<file path="src/design/opq_pkg.sv">
/*
  Shared widths, command layout and codes of the operand queue.
  Only integer conversions exist. Element widths above EW64 are not encodable.
*/
package opq_pkg;

  // Operand word geometry
  localparam int unsigned ElenWidth = 64;
  localparam int unsigned ElenBytes = ElenWidth / 8;
  localparam int unsigned SelWidth  = $clog2(ElenBytes);

  // Element count and lane number
  localparam int unsigned VlWidth     = 16;
  localparam int unsigned LaneIdWidth = 4;

  // Element width codes, one element is 8 << code bits wide
  localparam int unsigned EewWidth = 2;
  localparam logic [EewWidth-1:0] EW8  = 2'd0;
  localparam logic [EewWidth-1:0] EW16 = 2'd1;
  localparam logic [EewWidth-1:0] EW32 = 2'd2;
  localparam logic [EewWidth-1:0] EW64 = 2'd3;

  // Conversion codes
  localparam int unsigned ConvWidth = 3;
  localparam logic [ConvWidth-1:0] ConvNone   = 3'd0;
  localparam logic [ConvWidth-1:0] ConvSExt2  = 3'd1;
  localparam logic [ConvWidth-1:0] ConvZExt2  = 3'd2;
  localparam logic [ConvWidth-1:0] ConvSExt4  = 3'd3;
  localparam logic [ConvWidth-1:0] ConvZExt4  = 3'd4;
  localparam logic [ConvWidth-1:0] ConvIntRed = 3'd5;

  // Target functional unit tag
  localparam int unsigned TargetFuWidth = 2;

  //////////////////////////////
  // Packed command layout
  //////////////////////////////

  // Fields from the LSB up: conv, eew, ntr_red, vl, target unit
  localparam int unsigned CmdConvLsb = 0;
  localparam int unsigned CmdEewLsb  = CmdConvLsb + ConvWidth;
  localparam int unsigned CmdNtrLsb  = CmdEewLsb + EewWidth;
  localparam int unsigned CmdVlLsb   = CmdNtrLsb + 2;
  localparam int unsigned CmdFuLsb   = CmdVlLsb + VlWidth;
  localparam int unsigned CmdWidth   = CmdFuLsb + TargetFuWidth;

  //////////////////////////////
  // Operand word views
  //////////////////////////////

  // Same 64 bits seen as bytes, halfwords, words or one doubleword
  typedef union packed {
    logic [ElenBytes-1:0][7:0]    b;
    logic [ElenBytes/2-1:0][15:0] h;
    logic [ElenBytes/4-1:0][31:0] w;
    logic [ElenWidth-1:0]         d;
  } operand_word_u;

endpackage
</file>
<file path="src/design/opq_conv_if.sv">
/*
  Conversion controls for the word at the operand buffer head.
  Values are only meaningful while a command sits in the command FIFO.
*/
`timescale 1ns/1ps

interface opq_conv_if;
  import opq_pkg::*;

  logic [ConvWidth-1:0] conv_code;
  logic [EewWidth-1:0]  eew;
  logic [1:0]           ntr_red;
  // Byte offset of the first source element
  logic [SelWidth-1:0]  select;
  logic                 lane_zero;

  modport seq (
    output conv_code, eew, ntr_red, select, lane_zero
  );

  modport conv (
    input conv_code, eew, ntr_red, select, lane_zero
  );

endinterface

</file>
<file path="src/design/operand_queue.sv">
/*
  Operand queue of one vector lane. A command must be pushed before its reads are
  issued, and the requester never pushes into a full command FIFO.
*/
`timescale 1ns/1ps

module operand_queue #(
  parameter int unsigned BufferDepth = 2
) (
  input  logic                              clk_i,
  input  logic                              rst_ni,
  input  logic [opq_pkg::LaneIdWidth-1:0]   lane_id_i,
  // Command from the operand requester
  input  logic                              cmd_valid_i,
  input  logic [opq_pkg::ConvWidth-1:0]     cmd_conv_i,
  input  logic [opq_pkg::EewWidth-1:0]      cmd_eew_i,
  input  logic [1:0]                        cmd_ntr_red_i,
  input  logic [opq_pkg::VlWidth-1:0]       cmd_vl_i,
  input  logic [opq_pkg::TargetFuWidth-1:0] cmd_target_fu_i,
  // Register file side
  input  logic [opq_pkg::ElenWidth-1:0]     operand_i,
  input  logic                              operand_valid_i,
  input  logic                              operand_issued_i,
  output logic                              operand_queue_ready_o,
  // Functional unit side
  output logic [opq_pkg::ElenWidth-1:0]     operand_o,
  output logic [opq_pkg::TargetFuWidth-1:0] operand_target_fu_o,
  output logic                              operand_valid_o,
  input  logic                              operand_ready_i
);
  import opq_pkg::*;

  logic [CmdWidth-1:0]  cmd_in, cmd_head;
  logic                 cmd_empty, cmd_pop;
  logic [ElenWidth-1:0] ibuf_head;
  logic                 ibuf_head_valid, ibuf_pop;

  opq_conv_if conv_bus ();

  // Pack the command at the package offsets
  assign cmd_in[CmdConvLsb +: ConvWidth]   = cmd_conv_i;
  assign cmd_in[CmdEewLsb +: EewWidth]     = cmd_eew_i;
  assign cmd_in[CmdNtrLsb +: 2]            = cmd_ntr_red_i;
  assign cmd_in[CmdVlLsb +: VlWidth]       = cmd_vl_i;
  assign cmd_in[CmdFuLsb +: TargetFuWidth] = cmd_target_fu_i;

  opq_fifo #(
    .Width (CmdWidth),
    .Depth (BufferDepth)
  ) cmd_fifo (
    .clk_i   (clk_i),
    .rst_ni  (rst_ni),
    .push_i  (cmd_valid_i),
    .data_i  (cmd_in),
    .pop_i   (cmd_pop),
    .data_o  (cmd_head),
    .empty_o (cmd_empty),
    .full_o  ()
  );

  opq_operand_buffer #(
    .BufferDepth (BufferDepth)
  ) operand_buffer (
    .clk_i            (clk_i),
    .rst_ni           (rst_ni),
    .operand_i        (operand_i),
    .operand_valid_i  (operand_valid_i),
    .operand_issued_i (operand_issued_i),
    .pop_i            (ibuf_pop),
    .ready_o          (operand_queue_ready_o),
    .head_o           (ibuf_head),
    .head_valid_o     (ibuf_head_valid)
  );

  opq_sequencer sequencer (
    .clk_i        (clk_i),
    .rst_ni       (rst_ni),
    .lane_id_i    (lane_id_i),
    .cmd_i        (cmd_head),
    .head_valid_i (ibuf_head_valid),
    .fu_ready_i   (operand_ready_i),
    .valid_o      (operand_valid_o),
    .target_fu_o  (operand_target_fu_o),
    .ibuf_pop_o   (ibuf_pop),
    .cmd_pop_o    (cmd_pop),
    .conv_o       (conv_bus)
  );

  opq_convert converter (
    .conv_i    (conv_bus),
    .operand_i (ibuf_head),
    .operand_o (operand_o)
  );

  // A buffered word is only ever offered under a live command
  valid_has_cmd_a : assert property (@(posedge clk_i) disable iff (!rst_ni)
    operand_valid_o |-> !cmd_empty);

endmodule

</file>
<file path="src/design/opq_sequencer.sv">
/*
  Walks the head input word for the head command. State moves only on a transfer.
  A command with an illegal width and extension pair never advances its count.
*/
`timescale 1ns/1ps

module opq_sequencer (
  input  logic                              clk_i,
  input  logic                              rst_ni,
  input  logic [opq_pkg::LaneIdWidth-1:0]   lane_id_i,
  input  logic [opq_pkg::CmdWidth-1:0]      cmd_i,
  input  logic                              head_valid_i,
  input  logic                              fu_ready_i,
  output logic                              valid_o,
  output logic [opq_pkg::TargetFuWidth-1:0] target_fu_o,
  output logic                              ibuf_pop_o,
  output logic                              cmd_pop_o,
  opq_conv_if.seq                           conv_o
);
  import opq_pkg::*;

  logic [ConvWidth-1:0] cmd_conv;
  logic [EewWidth-1:0]  cmd_eew;
  logic [1:0]           cmd_ntr_red;
  logic [VlWidth-1:0]   cmd_vl;
  logic [SelWidth-1:0]  select_d, select_q;
  logic [VlWidth-1:0]   count_d, count_q;
  logic [VlWidth-1:0]   word_elems;
  logic                 transfer;

  //////////////////////////////
  // Command fields
  //////////////////////////////

  assign cmd_conv    = cmd_i[CmdConvLsb +: ConvWidth];
  assign cmd_eew     = cmd_i[CmdEewLsb +: EewWidth];
  assign cmd_ntr_red = cmd_i[CmdNtrLsb +: 2];
  assign cmd_vl      = cmd_i[CmdVlLsb +: VlWidth];
  assign target_fu_o = cmd_i[CmdFuLsb +: TargetFuWidth];

  assign conv_o.conv_code = cmd_conv;
  assign conv_o.eew       = cmd_eew;
  assign conv_o.ntr_red   = cmd_ntr_red;
  assign conv_o.select    = select_q;
  assign conv_o.lane_zero = (lane_id_i == '0);

  // Source elements held in one full word
  assign word_elems = VlWidth'(ElenBytes >> cmd_eew);

  assign valid_o  = head_valid_i;
  assign transfer = head_valid_i && fu_ready_i;

  //////////////////////////////
  // Counting and pops
  //////////////////////////////

  always_comb begin
    select_d   = select_q;
    count_d    = count_q;
    ibuf_pop_o = 1'b0;
    cmd_pop_o  = 1'b0;

    if (transfer) begin
      case (cmd_conv)
        ConvSExt2, ConvZExt2: begin
          count_d  = count_q + (word_elems >> 1);
          select_d = select_q + SelWidth'(ElenBytes / 2);
        end
        ConvSExt4, ConvZExt4: begin
          count_d  = count_q + (word_elems >> 2);
          select_d = select_q + SelWidth'(ElenBytes / 4);
        end
        ConvIntRed: count_d = count_q + VlWidth'(1);
        default:    count_d = count_q + word_elems;
      endcase

      // Input word used up
      if ((select_q != '0 && select_d == '0) ||
          cmd_conv == ConvNone || cmd_conv == ConvIntRed) begin
        ibuf_pop_o = 1'b1;
      end

      // Command done, even partway through a word
      if (count_d >= cmd_vl) begin
        ibuf_pop_o = 1'b1;
        cmd_pop_o  = 1'b1;
        select_d   = '0;
        count_d    = '0;
      end
    end
  end

  always_ff @(posedge clk_i or negedge rst_ni) begin
    if (!rst_ni) begin
      select_q <= '0;
      count_q  <= '0;
    end else begin
      select_q <= select_d;
      count_q  <= count_d;
    end
  end

endmodule

</file>
<file path="src/design/opq_convert.sv">
/*
  Purely combinational converter. Extension reads source elements from byte select,
  illegal width and conversion pairs pass the word unchanged.
*/
`timescale 1ns/1ps

module opq_convert (
  opq_conv_if.conv                      conv_i,
  input  logic [opq_pkg::ElenWidth-1:0] operand_i,
  output logic [opq_pkg::ElenWidth-1:0] operand_o
);
  import opq_pkg::*;

  operand_word_u in_u;
  operand_word_u out_u;

  assign in_u.d    = operand_i;
  assign operand_o = out_u.d;

  always_comb begin
    logic sext;
    logic ntrh;
    logic ntrl;

    sext = (conv_i.conv_code == ConvSExt2) || (conv_i.conv_code == ConvSExt4);
    // Neutral value is ntrh followed by ntrl in every lower bit
    ntrh = conv_i.ntr_red[1];
    ntrl = conv_i.ntr_red[0];

    out_u = in_u;

    case (conv_i.conv_code)
      //////////////////////////////
      // Extension by 2
      //////////////////////////////
      ConvSExt2, ConvZExt2: begin
        case (conv_i.eew)
          EW8: begin
            for (int e = 0; e < ElenBytes / 2; e++) begin
              out_u.h[e] = {{8{sext & in_u.b[conv_i.select + e][7]}},
                            in_u.b[conv_i.select + e]};
            end
          end
          EW16: begin
            for (int e = 0; e < ElenBytes / 4; e++) begin
              out_u.w[e] = {{16{sext & in_u.h[conv_i.select[2:1] + e][15]}},
                            in_u.h[conv_i.select[2:1] + e]};
            end
          end
          EW32: begin
            out_u.d = {{32{sext & in_u.w[conv_i.select[2]][31]}},
                       in_u.w[conv_i.select[2]]};
          end
          default: ;
        endcase
      end

      //////////////////////////////
      // Extension by 4
      //////////////////////////////
      ConvSExt4, ConvZExt4: begin
        case (conv_i.eew)
          EW8: begin
            for (int e = 0; e < ElenBytes / 4; e++) begin
              out_u.w[e] = {{24{sext & in_u.b[conv_i.select + e][7]}},
                            in_u.b[conv_i.select + e]};
            end
          end
          EW16: begin
            out_u.d = {{48{sext & in_u.h[conv_i.select[2:1]][15]}},
                       in_u.h[conv_i.select[2:1]]};
          end
          default: ;
        endcase
      end

      // Integer reduction, fill with neutral values first
      ConvIntRed: begin
        case (conv_i.eew)
          EW8:     for (int e = 0; e < ElenBytes; e++) out_u.b[e] = {ntrh, {7{ntrl}}};
          EW16:    for (int e = 0; e < ElenBytes / 2; e++) out_u.h[e] = {ntrh, {15{ntrl}}};
          EW32:    for (int e = 0; e < ElenBytes / 4; e++) out_u.w[e] = {ntrh, {31{ntrl}}};
          default: out_u.d = {ntrh, {63{ntrl}}};
        endcase
        // Lane zero contributes its first element
        if (conv_i.lane_zero) begin
          case (conv_i.eew)
            EW8:     out_u.b[0] = in_u.b[0];
            EW16:    out_u.h[0] = in_u.h[0];
            EW32:    out_u.w[0] = in_u.w[0];
            default: out_u.d    = in_u.d;
          endcase
        end
      end

      default: ;
    endcase
  end

endmodule

</file>
<file path="src/design/opq_operand_buffer.sv">
/*
  Operand FIFO with issue credits. A read may only be issued while ready_o is high,
  so the FIFO always has room when the register file answers.
*/
`timescale 1ns/1ps

module opq_operand_buffer #(
  parameter int unsigned BufferDepth = 2
) (
  input  logic                          clk_i,
  input  logic                          rst_ni,
  input  logic [opq_pkg::ElenWidth-1:0] operand_i,
  input  logic                          operand_valid_i,
  input  logic                          operand_issued_i,
  input  logic                          pop_i,
  output logic                          ready_o,
  output logic [opq_pkg::ElenWidth-1:0] head_o,
  output logic                          head_valid_o
);
  import opq_pkg::*;

  localparam int unsigned CreditWidth = $clog2(BufferDepth + 1);

  logic                   empty, full;
  logic [CreditWidth-1:0] credit_d, credit_q;

  opq_fifo #(
    .Width (ElenWidth),
    .Depth (BufferDepth)
  ) ibuf_fifo (
    .clk_i   (clk_i),
    .rst_ni  (rst_ni),
    .push_i  (operand_valid_i),
    .data_i  (operand_i),
    .pop_i   (pop_i),
    .data_o  (head_o),
    .empty_o (empty),
    .full_o  (full)
  );

  assign head_valid_o = !empty;

  //////////////////////////////
  // Credit counter
  //////////////////////////////

  // Counts reads in flight plus words already buffered
  assign credit_d = credit_q + CreditWidth'(operand_issued_i) - CreditWidth'(pop_i);
  assign ready_o  = (credit_q != CreditWidth'(BufferDepth));

  always_ff @(posedge clk_i or negedge rst_ni) begin
    if (!rst_ni) begin
      credit_q <= '0;
    end else begin
      credit_q <= credit_d;
    end
  end

  issue_needs_credit_a : assert property (@(posedge clk_i) disable iff (!rst_ni)
    operand_issued_i |-> ready_o);

  // Every buffered word was paid for by an earlier issue
  credit_covers_fifo_a : assert property (@(posedge clk_i) disable iff (!rst_ni)
    credit_q >= (full ? CreditWidth'(BufferDepth) : CreditWidth'(!empty)));

endmodule

</file>
<file path="src/design/opq_fifo.sv">
/*
  Circular FIFO, head visible combinationally on data_o.
  Pushing when full or popping when empty is illegal and is not absorbed.
*/
`timescale 1ns/1ps

module opq_fifo #(
  parameter int unsigned Width = 8,
  parameter int unsigned Depth = 2
) (
  input  logic             clk_i,
  input  logic             rst_ni,
  input  logic             push_i,
  input  logic [Width-1:0] data_i,
  input  logic             pop_i,
  output logic [Width-1:0] data_o,
  output logic             empty_o,
  output logic             full_o
);

  localparam int unsigned PtrWidth = (Depth > 1) ? $clog2(Depth) : 1;
  localparam int unsigned CntWidth = $clog2(Depth + 1);

  logic [Width-1:0]    mem [Depth];
  logic [PtrWidth-1:0] rd_ptr_q, wr_ptr_q;
  logic [CntWidth-1:0] count_q;
  logic                push_ok, pop_ok;

  // Wrap at Depth so non power of two depths work
  function automatic logic [PtrWidth-1:0] next_ptr(logic [PtrWidth-1:0] ptr);
    return (ptr == PtrWidth'(Depth - 1)) ? '0 : ptr + 1'b1;
  endfunction

  assign empty_o = (count_q == '0);
  assign full_o  = (count_q == CntWidth'(Depth));
  assign data_o  = mem[rd_ptr_q];

  assign push_ok = push_i && !full_o;
  assign pop_ok  = pop_i && !empty_o;

  always_ff @(posedge clk_i) begin
    if (push_ok) begin
      mem[wr_ptr_q] <= data_i;
    end
  end

  always_ff @(posedge clk_i or negedge rst_ni) begin
    if (!rst_ni) begin
      rd_ptr_q <= '0;
      wr_ptr_q <= '0;
      count_q  <= '0;
    end else begin
      if (push_ok) begin
        wr_ptr_q <= next_ptr(wr_ptr_q);
      end
      if (pop_ok) begin
        rd_ptr_q <= next_ptr(rd_ptr_q);
      end
      case ({push_ok, pop_ok})
        2'b10:   count_q <= count_q + 1'b1;
        2'b01:   count_q <= count_q - 1'b1;
        default: count_q <= count_q;
      endcase
    end
  end

  // Producer and consumer must respect the fill level
  no_overflow_a : assert property (@(posedge clk_i) disable iff (!rst_ni)
    push_i |-> !full_o);

  no_underflow_a : assert property (@(posedge clk_i) disable iff (!rst_ni)
    pop_i |-> !empty_o);

endmodule

</file>
<file path="config.mk">
export PLATFORM = sky130hd
export DESIGN_NAME = operand_queue
export DESIGN_NICKNAME = d
export VERILOG_FILES = /design/src/design/opq_pkg.sv /design/src/design/opq_conv_if.sv /design/src/design/operand_queue.sv /design/src/design/opq_sequencer.sv /design/src/design/opq_convert.sv /design/src/design/opq_operand_buffer.sv /design/src/design/opq_fifo.sv
export SDC_FILE = /design/constraint.sdc
export NUM_CORES = 1
export LEC_CHECK = 0
export BUFFER_PORTS_ARGS = -buffer_cell sky130_fd_sc_hd__clkbuf_2
export CAP_MARGIN = 20
export CORE_MARGIN = 5
export CORE_UTILIZATION = 46
export DETAILED_ROUTE_END_ITERATION = 10
export PLACE_DENSITY = 0.66
export SLEW_MARGIN = 10
export SYNTH_ARGS = -nofsm -noshare
export SYNTH_HDL_FRONTEND = slang
export SYNTH_SLANG_ARGS = --single-unit
</file>
<file path="constraint.sdc">
create_clock -name clk_i -period 10.2 [get_ports clk_i]
set_clock_uncertainty 0.2 [all_clocks]
set_input_delay 0.51 -clock clk_i [delete_from_list [all_inputs] [get_ports clk_i]]
set_output_delay 0.51 -clock clk_i [all_outputs]
set_load 0.1 [all_outputs]
</file>
==> flow_metrics.tcl, run 1 <==
set metrics [dict create \
    synth_top_family_by_area "multiplexers" \
    number_of_violations_reported_at_the_end_of_detailed_routing_iteration_0 1480 \
    net_count_after_synthesis 1350 \
    setup_repair_after_global_routing_missed_its_margin "no" \
    post_route_cells_drive_above_1_share 0.2447 \
    yosys_register_bits 206 \
    core_region_area_um2 28860 \
    die_x_um 181.5 \
    place.gp.congestion 0.9634 \
    start_util 0.4688 \
    cp-end-kind "flip-flop" \
    grt_first_pass_wirelength_mm 64.18 \
    syn-cell-area_um2 13530 \
    average_vias_per_placed_instance 6.265 \
    crit_arrival_ns 8.07 \
    synth-compound-area-share 0.1753 \
    power_frac_comb 0.633 \
    max_freq_ghz 0.1280 \
    wl_per_cell_um 22.64 \
    final-setup-viol-count 0 \
    report.final.hold_viol_count 0 \
    required_ns 10.45 \
    numCtsBuffers 22 \
    clock_tree_from_tritoncts "built" \
    average_cell_area_after_synthesis_um2 11.04 \
    floorplan.die_area_um2 32940 \
    maxSlewHeadroom 0.3172 \
    switching_share 0.5499 \
    fin_nets 1572 \
    post-route-cell-area_um2 16220 \
    port_buffers 166 \
    placed_area_um2 14630 \
    drtPass1Iterations 6 \
    cts.sink_count 206 \
    synthesis.yosys.warnings 0 \
    cts.root.buffer_cell "clkbuf_16" \
    clkTransAtPathRegs_ns 0.06 \
    post_synth_fa_ha_maj_area_fraction 0.02608 \
    ctsResizeCount 0 \
    timing.hold.worst.class "in2reg" \
    ant_nets 0 \
    io_pins 167 \
    synth_ff_type "edfxtp_1" \
    grt_pass1_vias 11330 \
    cell_internal_pwr_mw 2.555 \
    synth_area_leaders "edfxtp_1 40%, mux4_2 8.2%, mux2i_1 6.8%" \
    synth_xor_xnor_area_share 0.01813 \
    crit_path_max_fanout 21 \
    synthMuxAreaShare 0.1927 \
    count_of_unique_library_cells_instantiated_by_yosys 83 \
    overall_global_routing_resource_usage 0.2434 \
    final_count_of_pins_violating_max_slew 0 \
    layout-area-overhead-vs-synth_pct 19.88 \
    result_of_the_run "completed" \
    hpwlAfterDp_mm 28.99 \
    p_sw_mw 3.122 \
    synth.top_cell.area_share 0.3951 \
    yosys.cell_count.top_type "edfxtp_1" \
    finalSetupTns_ns 0 \
    period_share 0.7658 \
    clk_latency_ns 0.53 \
    final_period_minus_worst_setup_slack_ns 7.811 \
    worst_path_largest_cell_delay_ns 0.81 \
    cts_htree_levels 1 \
    timing.critical_path.slowest_stage_cell "mux2i_1" \
    vias 11570 \
    drcViolationCount 0 \
    globalRouteOverflowTotal 0 \
    total_leakage_power_nw 6.147 \
    antenna_found_initial 0 \
    maxCapViolations 0 \
    timing.setup.critical_path_class "reg2reg" \
    synth-simple-area-share 0.1035 \
    postSynthCellCount 1225 \
    antenna_cells 0 \
    clock_path_buffers 3 \
    post_cts_buffers 0 \
    die_y_um 181.5 \
    cell_mode_on_critical_path "ha_1" \
    placedCellCount 1716 \
    yosysTopAreaCell "edfxtp_1" \
    share_seq_of_total_power 0.234 \
    synth.cells.most_frequent "178 x edfxtp_1, 114 x nand2_1, 100 x nor2_1, 94 x a21oi_1, 92 x mux2i_1" \
    stdcell_count 1847 \
    wl_mm 41.82 \
    tightestPinTransition_ns 1.022 \
    power-per-cell-area_nw_per_um2 350.0 \
    asyncSetResetFlopFracSynth 0.1359 \
    synth_edf_count 178 \
    critPathLaunchType "flip-flop" \
    synth_seq_area_share 0.4469 \
    max-vdd-ir-drop_mv 0.3827 \
    p_clk_frac 0.133 \
    rows 62 \
    pin_count_of_the_biggest_net_entering_global_routing 69 \
]
cell type report:
type,instances,area (µm²)
repair buffers,277,1892
clock inverters,13,113.9
clock buffers,27,569.3
flip-flops and latches,206,6053
fillers,2506,12640
multi-input cells,916,7020
well taps,384,480.5
inverters,24,90.09
state kept, by name, summed over array words and instances (netlist names), 2 cells and up:
name and cells:
operand_buffer.ibuf_fifo.mem 128, operand_buffer.ibuf_fifo.count_q 2, operand_buffer.credit_q 2, cmd_fifo.count_q 2
cmd_fifo.mem 50, sequencer.count_q 16, sequencer.conv_o.select 2
per-stage QoR:
| stage | worst slack, ns | hold slack [ns] | utilization | power, mW |
|---|---|---|---|---|
| 2_1_floorplan | 4.513 | 0.01441 | - | 4.112 |
| 3_3_place_gp | 2.786 | 0.2806 | 0.5068 | 4.811 |
| 3_5_place_dp | 2.542 | 0.2998 | 0.5068 | 4.854 |
| 4_1_cts | 2.506 | 0.002571 | 0.5617 | 5.658 |
| 5_1_grt | 1.861 | 0.2659 | 0.5620 | 5.923 |
| 6_report | 2.389 | 0.2538 | 0.5620 | 5.677 |
per-layer routing:
layer  up-vias  global-route usage  wire length (µm)
li1       5191                   -                 -
met1      5601              0.3458             17420
met2       666              0.3754             18730
met3       113             0.03942              3805
met4         0             0.09637              1871
met5         -                   0                 0
cells in the final DEF, fill, tap and decap left out, types with 7 or more instances in the layout:
cell	instances
o21ai_0	84
nor2_1	96
and3_1	7
o21bai_1	7
a31oi_1	10
o22ai_1	13
mux2_2	46
clkbuf_16	22
ha_1	25
clkbuf_2	166
xnor2_1	25
nand2_1	114
dfrtp_1	24
a21oi_1	93
nand3_1	18
dlygate4sd3_1	91
o221ai_1	11
o211ai_1	14
inv_1	23
nor3_1	18
a21o_1	9
buf_4	20
nand2b_1	7
mux2i_1	90
nor2b_1	7
a211oi_1	20
edfxtp_1	178
mux4_2	49
nand4_1	8
a22o_1	9
a32oi_1	8
a22oi_1	18
worst paths after layout:
check,slack [ns],from,to,cells past startpoint
worst max-delay path,2.39,cmd_fifo.rd_ptr_q,operand_buffer.credit_q[1],26
worst min register to register,0.31,sequencer.count_q[0],sequencer.count_q[0],2
worst min-delay path,0.25,cmd_valid_i,cmd_fifo.wr_ptr_q,3
min in group asynchronous,0.39,rst_ni,cmd_fifo.rd_ptr_q,2
worst max register to register,2.39,cmd_fifo.rd_ptr_q,operand_buffer.credit_q[1],26
max in group asynchronous,8.87,rst_ni,operand_buffer.ibuf_fifo.rd_ptr_q,2
timing repair:
action	4_1_cts	5_1_grt
hold buffers	90	1
endpoints found under the setup margin	0	0
hold endpoints to repair	205	2
power by group through the flow:
stage | clock network [mW] | registers, mW | logic [mW]
5_1_grt | 0.809 | 1.35 | 3.76
4_1_cts | 0.777 | 1.32 | 3.56
6_report | 0.757 | 1.33 | 3.59
2_1_floorplan | 0 | 1.25 | 2.86
3_3_place_gp | 0 | 1.33 | 3.48
3_5_place_dp | 0 | 1.34 | 3.52
logic make-up (layout without fill, tap and decap cells):
kind of cell             Yosys count  after routing
buffers and inverters            103            341
adder cells (fa/ha/maj)           28             28
AND/OR/NAND/NOR                  307            307
XOR/XNOR                          28             28
AO/OA/AOI/OAI                    362            362
multiplexers                     191            191
flip-flops                       206            206
worst max-delay path: cells and delay by family (launching register included):
kind	cells	cell delay (ns)
DFF	1	0.74
and+or+nand+nor	3	0.68
xor gates and xnor gates	3	0.51
AOI/OAI and AO/OA	9	2.43
buffers and inverters	5	0.94
adders and majority gates	5	1.39
muxes	1	0.81
Power figures use the tool's default switching activity.
==> run 2, diff against run 1 <==
==> constraint.sdc (replaced) <==
create_clock -name clk_i -period 7.5 [get_ports clk_i]
set_clock_uncertainty 0.2 [all_clocks]
set_input_delay 0.375 -clock clk_i [delete_from_list [all_inputs] [get_ports clk_i]]
set_output_delay 0.375 -clock clk_i [all_outputs]
set_load 0.1 [all_outputs]
==> run 2 against run 1 <==
Net effect: sequential cell count unchanged; global-route usage increased by 0.44 points; fmax increased by 19%; hold slack got worse by 0.12 ns; setup slack got worse by 1.4 ns; critical path depth decreased by 6; sequential power increased by 38%; first-iteration DRC count decreased by 23%; cell count increased by 0.43%; clock power increased by 81%; clock-buffer cell count unchanged; routed wire length increased by 1.6%.
==> flow_metrics.tcl, run 2 (same netlist as run 1, synthesis figures left out) <==
set metrics [dict create \
    globalRouteOverflowTotal 0 \
    timing.setup.critical_path_class "reg2reg" \
    max_freq_ghz 0.1528 \
    share_seq_of_total_power 0.227 \
    final_period_minus_worst_setup_slack_ns 6.544 \
    result_of_the_run "completed" \
    floorplan.die_area_um2 32940 \
    p_clk_frac 0.169 \
    core_region_area_um2 28860 \
    cts.sink_count 206 \
    post_route_cells_drive_above_1_share 0.2529 \
    rr_worst_depth 20 \
    antenna_cells 0 \
    largest_reg_flops 128 \
    period_share 0.8726 \
    finalSetupTns_ns 0 \
    hold_buffers 91 \
    clock_tree_from_tritoncts "built" \
    switching_share 0.5320 \
    rows 62 \
    fin_nets 1578 \
    die_y_um 181.5 \
    clk_latency_ns 0.55 \
    layout.cells.most_common_list "178 x edfxtp_1, 166 x clkbuf_2, 114 x nand2_1, 96 x nor2_1, 93 x a21oi_1" \
    min_delay_worst_endpoint "cmd_fifo.wr_ptr_q" \
    setup_slack_of_the_critical_path_after_layout_ns 0.9556 \
    wl_per_cell_um 22.91 \
    largestRegisters "operand_buffer.ibuf_fifo.mem (128), cmd_fifo.mem (50), sequencer.count_q (16)" \
    die_x_um 181.5 \
    worstHoldPathCells 3 \
    start_util 0.4688 \
    final-setup-viol-count 0 \
    maxSlewHeadroom 0.3183 \
    p_sw_mw 4.311 \
    post_cts_buffers 0 \
    regToRegSetupSlack_ns 0.96 \
    final_count_of_pins_violating_max_slew 0 \
    port_buffers 166 \
    ctsResizeCount 0 \
    numCtsBuffers 24 \
    hpwlAfterDp_mm 29.03 \
    hp-start "cmd_valid_i" \
    average_vias_per_placed_instance 6.270 \
    overall_global_routing_resource_usage 0.2478 \
    most_common_cell_after_layout_fill_and_taps_aside "edfxtp_1" \
    cts.root.buffer_cell "clkbuf_16" \
    layout.filler_cells 2444 \
    required_ns 7.79 \
    crit_path_max_fanout 20 \
    max-vdd-ir-drop_mv 0.4817 \
    cell_internal_pwr_mw 3.793 \
    drtPass1Iterations 7 \
    cts_htree_levels 1 \
    reg2reg_from "cmd_fifo.rd_ptr_q" \
    power_frac_comb 0.604 \
    number_of_violations_reported_at_the_end_of_detailed_routing_iteration_0 1140 \
    cp-end-kind "flip-flop" \
    crit-reg2reg-capture "sequencer.count_q[15]" \
    place.gp.congestion 0.9702 \
    ant_nets 0 \
    power-per-cell-area_nw_per_um2 490.4 \
    antenna_found_initial 1 \
    crit_arrival_ns 6.83 \
    clkTransAtPathRegs_ns 0.06 \
    fin_worst_hold_slack_ns 0.1308 \
    pin_count_of_the_biggest_net_entering_global_routing 72 \
    grt_first_pass_wirelength_mm 64.96 \
    report.final.hold_viol_count 0 \
    setup_repair_after_global_routing_missed_its_margin "no" \
    clock_path_buffers 3 \
    maxCapViolations 0 \
    total_leakage_power_nw 6.285 \
    io_pins 167 \
    critPathLaunchType "flip-flop" \
    register_containing_the_most_flip_flops_in_the_final_layout "operand_buffer.ibuf_fifo.mem" \
    grt_pass1_vias 11270 \
    layout-area-overhead-vs-synth_pct 22.15 \
    tightestPinTransition_ns 1.023 \
    timing.hold.worst.class "in2reg" \
    wl_mm 42.51 \
    drcViolationCount 0 \
    utilization 0.5727 \
    vias 11630 \
    placement_setup_slack_ns 1.132 \
]
## run 2: cell count changes in the layout (fill, tap and decap cells not counted)
cell        previous run  this run
bufinv_16              1         8
clkinv_2               6         2
buf_4                 20        23
clkbuf_1               5         2
clkinv_1               5         2
clkbuf_16             22        24
clkinvlp_4             0         2
buf_12                 0         1
clkbuf_8               0         1
clkinv_4               0         1
inv_6                  1         2
## run 2: worst max-delay path by stage
stage,start,endpoint,slack [ns],cells past startpoint
2_1_floorplan,cmd_fifo.rd_ptr_q,operand_buffer.credit_q[1],1.81,28
3_3_place_gp,cmd_fifo.rd_ptr_q,operand_buffer.ibuf_fifo.count_q[1],1.34,24
3_5_place_dp,cmd_fifo.rd_ptr_q,sequencer.count_q[15],1.13,20
4_1_cts,cmd_fifo.rd_ptr_q,sequencer.count_q[15],1.05,20
5_1_grt,cmd_fifo.rd_ptr_q,operand_buffer.ibuf_fifo.count_q[1],0.41,23
6_report,cmd_fifo.rd_ptr_q,sequencer.count_q[15],0.96,20
## run 2: worst max-delay path, cell delays in order (launching register included)
cell and delay, ns:
dfrtp_2 0.70, mux2i_1 0.85, nand3_1 0.28, o21ai_2 0.19
o211ai_1 0.11, nand2_1 0.14, ha_1 0.17, inv_1 0.05
fa_1 0.39, inv_1 0.07, a21oi_1 0.06, o21bai_1 0.48
nand4_1 0.25, xnor2_1 0.19, ha_1 0.34, a2111oi_0 0.44
o21ai_0 0.19, o211ai_1 0.15, o21ai_1 0.29, nor2_1 0.65
a22o_1 0.26
## run 2: per-stage QoR
stage,cell area [µm²],power (mW),cells
after floorplan,13530,5.593,1225
after global placement,14670,6.576,1720
after detailed placement,14670,6.631,1720
after CTS,16530,8.057,1855
after global routing,16530,8.444,1855
final,16530,8.104,1855
## run 2: cell type report
| class | count | area [µm²] | area share |
|---|---|---|---|
| well taps | 384 | 480.5 | 0.02907 |
| inverters | 24 | 90.09 | 0.005451 |
| repair buffers | 281 | 1934 | 0.1171 |
| clock inverters | 17 | 325.3 | 0.01969 |
| clock buffers | 27 | 621.8 | 0.03763 |
| multi-input cells | 916 | 7020 | 0.4248 |
| flip-flops and latches | 206 | 6053 | 0.3663 |
## run 2: power groups by stage
stage	Clock, mW	Sequential [mW]	Combinational [mW]
3_5_place_dp	0	1.85	4.78
4_1_cts	1.39	1.83	4.83
2_1_floorplan	0	1.70	3.89
6_report	1.37	1.84	4.89
3_3_place_gp	0	1.84	4.73
5_1_grt	1.44	1.88	5.13
## run 2: per-layer routing
metal	share of wire	track usage
met1	0.41	0.3387
met2	0.45	0.3845
met3	0.10	0.06122
met4	0.042	0.09276
met5	0.00054	0
==> run 3, diff against run 2 <==
--- a/config.mk
+++ b/config.mk
@@ -10,6 +10,7 @@
 export CORE_MARGIN = 5
 export CORE_UTILIZATION = 46
 export DETAILED_ROUTE_END_ITERATION = 10
+export MAX_ROUTING_LAYER = met4
 export PLACE_DENSITY = 0.66
 export SLEW_MARGIN = 10
 export SYNTH_ARGS = -nofsm -noshare
==> run 3 against run 2 <==
Net effect: hold slack barely moved; non-clock buffer count increased by 1; via count is 0.81% lower; sequential share of layout area grew 0.50 points; design area down 1.3%; first-iteration DRC count grew 6.5%; setup slack gained 0.20 ns; highest routed layer is now met4; routed wire length fell by 1.2%.
==> flow_metrics.tcl, run 3 (same netlist as run 1, synthesis figures left out) <==
set metrics [dict create \
    result_of_the_run "completed" \
    average_vias_per_placed_instance 6.223 \
    total_leakage_power_nw 6.185 \
    min_delay_worst_endpoint "cmd_fifo.wr_ptr_q" \
    numCtsBuffers 23 \
    wl_mm 41.99 \
    register_containing_the_most_flip_flops_in_the_final_layout "operand_buffer.ibuf_fifo.mem" \
    rows 62 \
    ant_nets 0 \
    post_route_cells_drive_above_1_share 0.2469 \
    vias 11540 \
    timing.hold.worst.class "in2reg" \
    port_buffers 166 \
    antenna_found_initial 0 \
    ctsResizeCount 0 \
    crit_path_max_fanout 36 \
    utilization 0.5650 \
    critPathLaunchType "flip-flop" \
    place.gp.congestion 0.9718 \
    regToRegSetupSlack_ns 1.16 \
    io_pins 167 \
    layout.cells.most_common_list "178 x edfxtp_1, 166 x clkbuf_2, 114 x nand2_1, 96 x nor2_1, 93 x a21oi_1" \
    final-setup-viol-count 0 \
    worstHoldPathCells 3 \
    cts_htree_levels 1 \
    grt_pass1_vias 11170 \
    finalSetupTns_ns 0 \
    drcViolationCount 0 \
    setup_repair_after_global_routing_missed_its_margin "no" \
    overall_global_routing_resource_usage 0.2542 \
    wl_per_cell_um 22.65 \
    placedCellCount 1721 \
    max_freq_ghz 0.1577 \
    die_x_um 181.5 \
    fin_nets 1578 \
    maxCapViolations 0 \
    hp-start "cmd_valid_i" \
    number_of_violations_reported_at_the_end_of_detailed_routing_iteration_0 1214 \
    grt_first_pass_wirelength_mm 65.02 \
    rr_worst_depth 25 \
    layout-area-overhead-vs-synth_pct 20.51 \
    required_ns 7.71 \
    power-per-cell-area_nw_per_um2 479.6 \
    placed_area_um2 14660 \
    max-vdd-ir-drop_mv 0.5247 \
    hpwlAfterDp_mm 29.29 \
    placement_setup_slack_ns 1.252 \
    pin_count_of_the_biggest_net_entering_global_routing 68 \
    timing.setup.critical_path_class "reg2reg" \
    antenna_cells 0 \
    globalRouteOverflowTotal 0 \
    clock_tree_from_tritoncts "built" \
    floorplan.die_area_um2 32940 \
    final_count_of_pins_violating_max_slew 0 \
    cp-end-kind "flip-flop" \
    stdcell_count 1854 \
    tightestPinTransition_ns 0.9504 \
    largest_reg_flops 128 \
    largestRegisters "operand_buffer.ibuf_fifo.mem (128), cmd_fifo.mem (50), sequencer.count_q (16)" \
    cts.sink_count 206 \
    period_share 0.8456 \
    worst_path_largest_cell_delay_ns 0.58 \
    layout.filler_cells 2478 \
    finalPower_mw 7.819 \
    timing.critical_path.slowest_stage_cell "mux2i_4" \
    reg2reg_from "cmd_fifo.rd_ptr_q" \
    final_period_minus_worst_setup_slack_ns 6.342 \
    core_region_area_um2 28860 \
    setup_slack_of_the_critical_path_after_layout_ns 1.158 \
    cts.root.buffer_cell "clkbuf_16" \
    crit_arrival_ns 6.55 \
    report.final.hold_viol_count 0 \
    clock_path_buffers 3 \
    start_util 0.4688 \
    post-route-cell-area_um2 16300 \
    clk_latency_ns 0.53 \
    fin_worst_hold_slack_ns 0.1310 \
    drtPass1Iterations 6 \
    maxSlewHeadroom 0.3483 \
    most_common_cell_after_layout_fill_and_taps_aside "edfxtp_1" \
    clkTransAtPathRegs_ns 0.06 \
    die_y_um 181.5 \
    crit-reg2reg-capture "operand_buffer.ibuf_fifo.count_q[1]" \
]
==> run 3: worst max-delay path: cells and delay by family (launching register included) <==
| family | cells | cell delay [ns] |
|---|---|---|
| muxes | 1 | 0.58 |
| AOI/OAI and AO/OA | 9 | 1.93 |
| and+or+nand+nor | 4 | 0.67 |
| xor gates and xnor gates | 3 | 0.46 |
| adders and majority gates | 4 | 1.15 |
| buffers and inverters | 4 | 0.82 |
| DFF | 1 | 0.39 |
==> run 3: metal layers <==
layer  share of wire  GRT usage  routed length [µm]
met1            0.41     0.3534               17300
met2            0.45     0.3805               18980
met3           0.099    0.04442                4157
met4           0.037    0.08526                1549
met5               0          -                   0
==> run 3: how the worst max path moves through the flow <==
stage                            startpoint                                  end
after global placement    cmd_fifo.rd_ptr_q  operand_buffer.ibuf_fifo.count_q[1]
after detailed placement  cmd_fifo.rd_ptr_q  operand_buffer.ibuf_fifo.count_q[1]
after floorplan           cmd_fifo.rd_ptr_q           operand_buffer.credit_q[1]
after global routing      cmd_fifo.rd_ptr_q                sequencer.count_q[15]
after CTS                 cmd_fifo.rd_ptr_q                sequencer.count_q[15]
final                     cmd_fifo.rd_ptr_q  operand_buffer.ibuf_fifo.count_q[1]
==> run 3: where the power goes <==
| group | total, mW | switching [mW] | internal [mW] |
|---|---|---|---|
| Combinational | 4.94 | 3.60 | 1.34 |
| Clock | 1.10 | 0.442 | 0.657 |
| Sequential | 1.78 | 0.214 | 1.57 |
| Total | 7.82 | 4.25 | 3.57 |
==> run 3: final cells by class <==
type	count	area, µm²	area share
clock inverter	7	90.09	0.005525
inverter	24	90.09	0.005525
multi-input combinational	916	7020	0.4306
tap	384	480.5	0.02947
sequential	206	6053	0.3713
timing repair buffer	282	1929	0.1183
clock buffer	35	640.6	0.03929
==> run 3: what timing repair did <==
| item | 4_1_cts | 5_1_grt |
|---|---|---|
| hold endpoints to repair | 207 | 0 |
| setup buffers | 0 | 0 |
| hold buffers | 91 | 0 |
